<file path="config.mk">
export PLATFORM = sky130hd
export DESIGN_NAME = soc_periph_top
export DESIGN_NICKNAME = d
export VERILOG_FILES = /design/src/rtl/soc_pkg.sv /design/src/rtl/apb_fabric.sv /design/src/rtl/dev_table.sv /design/src/rtl/int_ctrl.sv /design/src/rtl/interval_timer.sv /design/src/rtl/rst_seq.sv /design/src/rtl/soc_periph_top.sv
export SDC_FILE = /design/constraint.sdc
export NUM_CORES = 1
export LEC_CHECK = 0
export BUFFER_PORTS_ARGS = -buffer_cell sky130_fd_sc_hd__buf_2
export CAP_MARGIN = 20
export CORE_MARGIN = 2
export CORE_UTILIZATION = 52
export DETAILED_ROUTE_END_ITERATION = 7
export MAX_ROUTING_LAYER = met4
export PLACE_DENSITY = 0.77
export SYNTH_ARGS = -nofsm -noshare
export SYNTH_HDL_FRONTEND = slang
export SYNTH_SLANG_ARGS = --single-unit
export TNS_END_PERCENT = 50
</file>
<file path="constraint.sdc">
create_clock -name clk120mhz -period 2.44 [get_ports clk120mhz]
set_input_delay 0.244 -clock clk120mhz [delete_from_list [all_inputs] [get_ports clk120mhz]]
set_output_delay 0.244 -clock clk120mhz [all_outputs]
set_load 0.02 [all_outputs]
</file>
<file path="src/rtl/soc_pkg.sv">
////////////////////////////////////////////////////////////
// Register offsets are byte addresses inside a 4 KB window.
// Address bits 15 to 12 pick the window.
////////////////////////////////////////////////////////////
`default_nettype none

package soc_pkg;

	typedef logic [31:0] word_t;
	typedef logic [15:0] addr_t;
	typedef logic [11:0] offs_t; // Offset inside one device window.
	typedef logic [1:0]  slot_t;
	typedef logic [1:0]  rst_cmd_t;

	typedef struct packed {
		logic  psel;
		logic  penable;
		logic  pwrite;
		addr_t paddr;
		word_t pwdata;
	} apb_req_t;

	typedef struct packed {
		word_t prdata;
		logic  pready;
		logic  pslverr;
	} apb_rsp_t;

	////////////////////////////////////////////////////////////
	// Address map and reset codes.

	localparam slot_t SLOT_DEV  = 2'd0;
	localparam slot_t SLOT_INT  = 2'd1;
	localparam slot_t SLOT_TMR  = 2'd2;
	localparam slot_t SLOT_DFLT = 2'd3; // Unmapped addresses land here.

	localparam rst_cmd_t RST_NONE   = 2'd0;
	localparam rst_cmd_t RST_PWROFF = 2'd1;
	localparam rst_cmd_t RST_WARM   = 2'd2;
	localparam rst_cmd_t RST_COLD   = 2'd3;

	localparam int    RST_HOLD_CYCLES = 16;
	localparam int    HOLD_CNT_W      = $clog2(RST_HOLD_CYCLES);
	localparam int    DEV_COUNT       = 3;
	localparam word_t DEV_MAP_SIZE    = 32'h0000_1000;
	localparam int    INT_SRC_COUNT   = 2;

	////////////////////////////////////////////////////////////
	// Register offsets.

	localparam offs_t DEV_COUNT_REG = 12'h000;
	localparam offs_t MAP_SIZE_REG  = 12'h004; // The map sizes take one word per device and end at 0x0C.
	localparam offs_t SCRATCH_REG   = 12'h010;
	localparam offs_t RST_CMD_REG   = 12'h014;

	localparam offs_t PEND_REG = 12'h000;
	localparam offs_t MASK_REG = 12'h004;

	localparam offs_t LOAD_REG  = 12'h000;
	localparam offs_t CTRL_REG  = 12'h004;
	localparam offs_t COUNT_REG = 12'h008;

endpackage

`default_nettype wire

</file>
<file path="src/rtl/apb_fabric.sv">
////////////////////////////////////////////////////////////
// Slots 0 to 2 are external slaves. Slot 3 is served here.
////////////////////////////////////////////////////////////
`timescale 1ns/1ps
`default_nettype none

module apb_fabric import soc_pkg::*; (
	input  logic                     clk120mhz,
	input  logic                     rst_p,
	input  apb_req_t                 m_req_i,
	output apb_rsp_t                 m_rsp_o,
	output apb_req_t [DEV_COUNT-1:0] s_req_o,
	input  apb_rsp_t [DEV_COUNT-1:0] s_rsp_i
);

	slot_t                slot;
	logic [DEV_COUNT-1:0] sel_vec;

	always_comb begin
		case (m_req_i.paddr[15:12])
			4'h0:    slot = SLOT_DEV;
			4'h1:    slot = SLOT_INT;
			4'h2:    slot = SLOT_TMR;
			default: slot = SLOT_DFLT;
		endcase
	end

	// Every slave sees the full request and only its own psel is gated.
	always_comb begin
		for (int i = 0; i < DEV_COUNT; i++) begin
			sel_vec[i]      = m_req_i.psel && (slot == slot_t'(i));
			s_req_o[i]      = m_req_i;
			s_req_o[i].psel = sel_vec[i];
		end
	end

	////////////////////////////////////////////////////////////
	// Response path.

	always_comb begin
		if (slot == SLOT_DFLT) begin
			m_rsp_o.prdata  = '0;
			m_rsp_o.pready  = 1'b1; // The default slave never stalls.
			m_rsp_o.pslverr = 1'b0;
		end else begin
			m_rsp_o = s_rsp_i[slot];
		end
	end

	a_one_sel: assert property (@(posedge clk120mhz) disable iff (rst_p)
		$onehot0(sel_vec));

endmodule

`default_nettype wire

</file>
<file path="src/rtl/dev_table.sv">
////////////////////////////////////////////////////////////
// Reset here is the cold reset, so scratch lives through a warm one.
////////////////////////////////////////////////////////////
`timescale 1ns/1ps
`default_nettype none

module dev_table import soc_pkg::*; (
	input  logic     clk120mhz,
	input  logic     rst_p,
	input  apb_req_t apb_req_i,
	output apb_rsp_t apb_rsp_o,
	output rst_cmd_t rst_cmd_o
);

	logic     wr_en;
	offs_t    offs;
	word_t    scratch_q;
	rst_cmd_t rst_cmd_q;

	assign wr_en = apb_req_i.psel && apb_req_i.penable && apb_req_i.pwrite;
	assign offs  = apb_req_i.paddr[11:0];

	always_ff @(posedge clk120mhz) begin
		if (rst_p) begin
			scratch_q <= '0;
			rst_cmd_q <= RST_NONE;
		end else begin
			rst_cmd_q <= RST_NONE; // The command lasts a single cycle.
			if (wr_en && offs == SCRATCH_REG) begin
				scratch_q <= apb_req_i.pwdata;
			end
			if (wr_en && offs == RST_CMD_REG) begin
				rst_cmd_q <= rst_cmd_t'(apb_req_i.pwdata[1:0]);
			end
		end
	end

	assign rst_cmd_o = rst_cmd_q;

	always_comb begin
		apb_rsp_o.prdata  = '0;
		apb_rsp_o.pready  = 1'b1;
		apb_rsp_o.pslverr = 1'b0;
		case (offs)
			DEV_COUNT_REG: begin
				apb_rsp_o.prdata = word_t'(DEV_COUNT);
			end
			MAP_SIZE_REG, MAP_SIZE_REG + 12'h4, MAP_SIZE_REG + 12'h8: begin
				apb_rsp_o.prdata = DEV_MAP_SIZE;
			end
			SCRATCH_REG: begin
				apb_rsp_o.prdata = scratch_q;
			end
			default: begin
				apb_rsp_o.prdata = '0;
			end
		endcase
	end

endmodule

`default_nettype wire

</file>
<file path="src/rtl/int_ctrl.sv">
////////////////////////////////////////////////////////////
// Sources are levels, sampled every cycle. A set beats a clear.
////////////////////////////////////////////////////////////
`timescale 1ns/1ps
`default_nettype none

module int_ctrl import soc_pkg::*; (
	input  logic                     clk120mhz,
	input  logic                     rst_p,
	input  apb_req_t                 apb_req_i,
	output apb_rsp_t                 apb_rsp_o,
	input  logic [INT_SRC_COUNT-1:0] src_i,
	output logic                     irq_o
);

	logic                     wr_en;
	offs_t                    offs;
	logic [INT_SRC_COUNT-1:0] pend_q;
	logic [INT_SRC_COUNT-1:0] mask_q;
	logic [INT_SRC_COUNT-1:0] clr;

	assign wr_en = apb_req_i.psel && apb_req_i.penable && apb_req_i.pwrite;
	assign offs  = apb_req_i.paddr[11:0];

	// Writing a one to a pending bit clears it.
	assign clr = (wr_en && offs == PEND_REG) ? apb_req_i.pwdata[INT_SRC_COUNT-1:0] : '0;

	always_ff @(posedge clk120mhz) begin
		if (rst_p) begin
			pend_q <= '0;
			mask_q <= '0;
		end else begin
			pend_q <= (pend_q & ~clr) | src_i;
			if (wr_en && offs == MASK_REG) begin
				mask_q <= apb_req_i.pwdata[INT_SRC_COUNT-1:0];
			end
		end
	end

	assign irq_o = |(pend_q & mask_q);

	always_comb begin
		apb_rsp_o.pready  = 1'b1;
		apb_rsp_o.pslverr = 1'b0;
		case (offs)
			PEND_REG: begin
				apb_rsp_o.prdata = {{(32 - INT_SRC_COUNT){1'b0}}, pend_q};
			end
			MASK_REG: begin
				apb_rsp_o.prdata = {{(32 - INT_SRC_COUNT){1'b0}}, mask_q};
			end
			default: begin
				apb_rsp_o.prdata = '0;
			end
		endcase
	end

endmodule

`default_nettype wire

</file>
<file path="src/rtl/interval_timer.sv">
////////////////////////////////////////////////////////////
// Period is load plus one cycles. Writes restart the count.
////////////////////////////////////////////////////////////
`timescale 1ns/1ps
`default_nettype none

module interval_timer import soc_pkg::*; (
	input  logic     clk120mhz,
	input  logic     rst_p,
	input  apb_req_t apb_req_i,
	output apb_rsp_t apb_rsp_o,
	output logic     tick_o
);

	logic  wr_en;
	offs_t offs;
	word_t load_q;
	word_t count_q;
	logic  en_q;

	assign wr_en = apb_req_i.psel && apb_req_i.penable && apb_req_i.pwrite;
	assign offs  = apb_req_i.paddr[11:0];

	assign tick_o = en_q && (count_q == '0);

	always_ff @(posedge clk120mhz) begin
		if (rst_p) begin
			load_q  <= '0;
			count_q <= '0;
			en_q    <= 1'b0;
		end else if (wr_en && offs == LOAD_REG) begin
			load_q  <= apb_req_i.pwdata;
			count_q <= apb_req_i.pwdata;
		end else if (wr_en && offs == CTRL_REG) begin
			en_q    <= apb_req_i.pwdata[0];
			count_q <= load_q;
		end else if (en_q) begin
			count_q <= tick_o ? load_q : count_q - 1'b1; // Reload at zero.
		end
	end

	always_comb begin
		apb_rsp_o.pready  = 1'b1;
		apb_rsp_o.pslverr = 1'b0;
		case (offs)
			LOAD_REG:  apb_rsp_o.prdata = load_q;
			CTRL_REG:  apb_rsp_o.prdata = {31'b0, en_q};
			COUNT_REG: apb_rsp_o.prdata = count_q;
			default:   apb_rsp_o.prdata = '0;
		endcase
	end

	a_count_le_load: assert property (@(posedge clk120mhz) disable iff (rst_p)
		count_q <= load_q);

endmodule

`default_nettype wire

</file>
<file path="src/rtl/rst_seq.sv">
////////////////////////////////////////////////////////////
// Leaving OFF takes rst_p. A lost lock in RUN restarts the hold.
////////////////////////////////////////////////////////////
`timescale 1ns/1ps
`default_nettype none

module rst_seq import soc_pkg::*; (
	input  logic     clk120mhz,
	input  logic     rst_p,
	input  logic     lock_i,
	input  rst_cmd_t rst_cmd_i,
	output logic     periph_rst_o,
	output logic     cold_rst_o,
	output logic     rst_busy_o,
	output logic     pwr_off_o
);

	typedef enum logic [1:0] {
		HOLD,
		RUN,
		OFF
	} state_e;

	state_e                state_q;
	logic [HOLD_CNT_W-1:0] hold_cnt_q;
	logic                  cold_pend_q;

	always_ff @(posedge clk120mhz) begin
		if (rst_p) begin
			state_q     <= HOLD;
			hold_cnt_q  <= '0;
			cold_pend_q <= 1'b1; // A board reset is a cold reset.
		end else begin
			case (state_q)
				HOLD: begin
					if (!lock_i) begin
						hold_cnt_q <= '0;
					end else if (hold_cnt_q == HOLD_CNT_W'(RST_HOLD_CYCLES - 1)) begin
						state_q     <= RUN;
						cold_pend_q <= 1'b0;
					end else begin
						hold_cnt_q <= hold_cnt_q + 1'b1;
					end
				end
				RUN: begin
					hold_cnt_q <= '0;
					if (rst_cmd_i == RST_PWROFF) begin
						state_q <= OFF;
					end else if (rst_cmd_i == RST_COLD) begin
						state_q     <= HOLD;
						cold_pend_q <= 1'b1;
					end else if (rst_cmd_i == RST_WARM || !lock_i) begin
						state_q <= HOLD;
					end
				end
				OFF: begin
					hold_cnt_q <= '0;
				end
				default: begin
					state_q <= HOLD;
				end
			endcase
		end
	end

	assign periph_rst_o = (state_q != RUN);
	assign rst_busy_o   = (state_q != RUN);
	assign cold_rst_o   = cold_pend_q;
	assign pwr_off_o    = (state_q == OFF);

	// Power-off keeps the peripherals in reset and the system busy.
	a_off_busy: assert property (@(posedge clk120mhz)
		pwr_off_o |-> rst_busy_o && periph_rst_o);

	a_off_sticky: assert property (@(posedge clk120mhz) disable iff (rst_p)
		pwr_off_o |=> pwr_off_o); // No command can wake it.

endmodule

`default_nettype wire

</file>
<file path="src/rtl/soc_periph_top.sv">
////////////////////////////////////////////////////////////
// One clock domain. The external master must follow APB.
////////////////////////////////////////////////////////////
`timescale 1ns/1ps
`default_nettype none

module soc_periph_top import soc_pkg::*; (
	input  logic     clk120mhz,
	input  logic     rst_p,
	input  logic     lock_i,
	input  logic     ext_irq_i,
	input  apb_req_t apb_req_i,
	output apb_rsp_t apb_rsp_o,
	output logic     irq_o,
	output logic     rst_busy_o,
	output logic     pwr_off_o
);

	logic                     periph_rst;
	logic                     cold_rst;
	logic                     tick;
	rst_cmd_t                 rst_cmd;
	apb_req_t [DEV_COUNT-1:0] s_req;
	apb_rsp_t [DEV_COUNT-1:0] s_rsp;

	rst_seq seq_i (
		.clk120mhz    (clk120mhz),
		.rst_p        (rst_p),
		.lock_i       (lock_i),
		.rst_cmd_i    (rst_cmd),
		.periph_rst_o (periph_rst),
		.cold_rst_o   (cold_rst),
		.rst_busy_o   (rst_busy_o),
		.pwr_off_o    (pwr_off_o)
	);

	apb_fabric fabric_i (
		.clk120mhz (clk120mhz),
		.rst_p     (periph_rst),
		.m_req_i   (apb_req_i),
		.m_rsp_o   (apb_rsp_o),
		.s_req_o   (s_req),
		.s_rsp_i   (s_rsp)
	);

	////////////////////////////////////////////////////////////
	// Peripherals.

	dev_table dev_table_i (
		.clk120mhz (clk120mhz),
		.rst_p     (cold_rst), // Only a cold reset clears the table.
		.apb_req_i (s_req[SLOT_DEV]),
		.apb_rsp_o (s_rsp[SLOT_DEV]),
		.rst_cmd_o (rst_cmd)
	);

	int_ctrl int_ctrl_i (
		.clk120mhz (clk120mhz),
		.rst_p     (periph_rst),
		.apb_req_i (s_req[SLOT_INT]),
		.apb_rsp_o (s_rsp[SLOT_INT]),
		.src_i     ({ext_irq_i, tick}),
		.irq_o     (irq_o)
	);

	interval_timer timer_i (
		.clk120mhz (clk120mhz),
		.rst_p     (periph_rst),
		.apb_req_i (s_req[SLOT_TMR]),
		.apb_rsp_o (s_rsp[SLOT_TMR]),
		.tick_o    (tick)
	);

endmodule

`default_nettype wire

</file>
==> metrics.txt <==
DIE HEIGHT=113 um; gr ovfl total=0; first-pass GRT wire length=31700 um; Max Cap Viol=0; main flop type after synthesis=dfxtp_1; starting density of the core=53.7%; cells after synthesis=827; critical path's top delay family=simple AND/OR/NAND/NOR gates; register area share after synthesis=a little over a third; core footprint=0.0115 sq mm; crit share post-route=between 90% and 100%; clk slew on worst S/H paths=around 60 ps; flip-flop and latch count after synthesis=110; Chip Width=113 um; Area Growth Syn to Fin=27.3%; layout cells sized above 1=about a quarter; CP Class=input pin to output port; syn nets=888; antenna violations before repair=0; DRT Wirelength=20200 um; RSZ-0062 raised after global routing=true; # DRC=5; die area=0.0128 sq mm; highest-delay cell along the critical path=or4_4; # diodes=0; CP Capture Type=output port; placed cells=between 1000 and 1500; failing checks=DRC; CP cell instances=buf_6 -> or4_4 -> nor4_4 -> and3_4 -> clkbuf_16 -> a22oi_1 -> o21ai_2 -> buf_4; CTS H-tree lvls=3; GR Util All Layers=31.8%; HPWL after DPL=13800 um; crit path max fanout=8; vias in the first global route=6241; Fmax achieved=410 MHz; Detail Route Antenna Nets=0; vias=6827; Max stage delay on crit path=560 ps; CTS tree=built; # IOs=92; vias per cell=roughly 6.2; peak supply drop=0.424 mV; clock latency on the worst-skew pair=~360 ps; Leakage=3.00 nW; Clock Tree Root=clkbuf_16; CP Data Arrival Time=between 2000 and 2500 ps; Pwr Density=436 mW/mm^2; Post-Layout Cell Count=1097; CTS hold repair buffers=0; Layout Utilization=around two thirds; FP Rows=39; CTS Buf Count=9; final setup fails=0; DR iter-0 viols=635; Syn Area/Cell=around 7.5 sq um; PortBufs=89; asr flop ratio synth=0%; Distinct cells, synth=64; crit path launch type=input pin; status=finished, violations left; placed inst area=between 0.007 and 0.008 sq mm; DR pass1 iterations=7; final hold vios=0; RD Place Congestion=0.949; Post-synth EDFFs=0; min cycle time layout=2440 ps; CTS Buffer Depth=2; HP Class=input pin to flip-flop; Buf+Inv Stages, Crit Path=3; Layout Nets=1010; actual slew at the worst max-slew pin=898 ps; Max Slew Vio Count=0; CP required=2200 ps; Rel. slew slack=39.9%; drt wl/cell=18.5 um; synth warn=0; Worst Clk Skew=11.2 ps; Synth Cell Area=0.00619 sq mm; largest net degree at the start of global routing=33; Num Clock Sinks=110; Final Cell Area=0.00788 sq mm
-- metrics by stage --
stage | TNS, ps | total power, W | setup slack [ps] | hold slack (ps)
final | 0 | 0.00343 | 3.90 | 113
after global routing | -1340 | 0.00352 | -93.8 | 115
after CTS | -2.97 | 0.00344 | -2.97 | 108
after detailed placement | -641 | 0.00196 | -53.1 | 444
after global placement | -413 | 0.00196 | -37.2 | 439
after floorplan | -234 | 0.00188 | -32.8 | 313
-- flip-flops by register name, summed over array words and instances, names as in the netlist --
| name | count |
|---|---|
| seq_i.cold_rst_o | 1 |
| int_ctrl_i.pend_q | 2 |
| timer_i.load_q | 32 |
| seq_i.state_q | 2 |
| seq_i.hold_cnt_q | 4 |
| timer_i.count_q | 32 |
| timer_i.en_q | 1 |
| dev_table_i.scratch_q | 32 |
| dev_table_i.rst_cmd_o | 2 |
| int_ctrl_i.mask_q | 2 |
-- report_power, final --
group	switching (W)	total, W	leakage (nW)	internal [W]
Clock	0.000691	0.00151	0.148	0.000821
Sequential	0.00000136	0.00180	0.886	0.00179
Combinational	0.0000742	0.000125	1.97	0.0000508
-- cell families (layout without fill, tap and decap cells) --
| group | after synthesis | count (layout) | synth area share (%) |
|---|---|---|---|
| AOI/OAI and AO/OA | 254 | 254 | 26.3 |
| xor gates and xnor gates | 19 | 19 | 2.69 |
| adders and majority gates | 6 | 6 | 1.21 |
| buffers and inverters | 70 | 197 | 4.97 |
| DFF | 110 | 110 | 35.6 |
| muxes | 13 | 13 | 2.14 |
| other | 2 | 2 | 0.121 |
| and+or+nand+nor | 353 | 353 | 27.0 |
-- Yosys cell counts, types with 7 or more instances --
cell type / instances / area (sq um)
nor4_1: 18 / 113
a21oi_1: 88 / 440
a22o_1: 19 / 166
nand4_1: 7 / 43.8
nand3_1: 18 / 90.1
nor3_1: 27 / 135
a22oi_1: 42 / 315
o22ai_1: 10 / 62.6
or3_1: 7 / 43.8
o21ai_0: 39 / 195
o221ai_1: 8 / 70.1
nand2_1: 172 / 646
mux2i_1: 11 / 110
buf_2: 12 / 60.1
or4_1: 8 / 60.1
nor2_1: 57 / 214
clkbuf_1: 37 / 139
xor2_1: 13 / 114
a31oi_1: 12 / 75.1
inv_1: 9 / 33.8
dfxtp_1: 110 / 2200
-- worst register-to-register path, cell delays in order, from the launching register on --
cell and delay, ps:
dfxtp_1 320, or4_4 560, nand3b_1 200, or4_4 600, o31a_4 170, a222oi_1 370, o21bai_1 90
-- cell usage in the layout (no fill, tap or decap), types with 7 or more instances in the layout --
| cell type | n |
|---|---|
| dfxtp_1 | 110 |
| buf_12 | 9 |
| nor2_1 | 47 |
| a22oi_2 | 9 |
| nor4_1 | 18 |
| a31oi_1 | 12 |
| o22ai_1 | 8 |
| o21ai_0 | 26 |
| buf_6 | 10 |
| o221ai_1 | 8 |
| nor3_1 | 27 |
| mux2i_1 | 11 |
| nand3_1 | 18 |
| or3_1 | 7 |
| o21ai_2 | 14 |
| a22o_1 | 19 |
| nand2_1 | 172 |
| a21oi_1 | 88 |
| clkbuf_16 | 11 |
| nand4_1 | 7 |
| xor2_1 | 13 |
| nor2_2 | 10 |
| a22oi_1 | 33 |
| inv_1 | 9 |
| buf_4 | 86 |
| buf_2 | 64 |
-- repair_timing --
action / in CTS / in global routing
pin swaps: 1 / 11
cloned: 0 / 3
resized for setup: 1 / 48
setup buffers: 2 / 1
setup endpoints to repair: 25 / 48
-- area by class of cell --
| class | instances | area (sq um) |
|---|---|---|
| sequential | 110 | 2200 |
| inverter | 10 | 37.5 |
| tap | 143 | 179 |
| timing repair buffer | 171 | 1310 |
| clock buffer | 10 | 239 |
| fill | 955 | 3640 |
| clock inverter | 6 | 61.3 |
| multi-input combinational | 647 | 3850 |
-- final timing paths --
path,startpoint,endpoint,slack [ps],depth (start not counted)
max,apb_req_i[38],apb_rsp_o[14],4,8
min,ext_irq_i,int_ctrl_i.pend_q[1],110,3
max reg2reg,timer_i.count_q[24],timer_i.count_q[18],20,6
min reg2reg,dev_table_i.scratch_q[2],dev_table_i.scratch_q[2],450,2
-- routing by layer --
metal  wire (um)  global-route usage (%)  vias to the layer above
met4         612                    11.1                        0
li1            -                       -                     3242
met3        1540                    4.12                       47
met5           0                       -                        -
met2        9390                    51.4                      326
met1        8710                    41.2                     3212
Power figures use the tool's default switching activity.
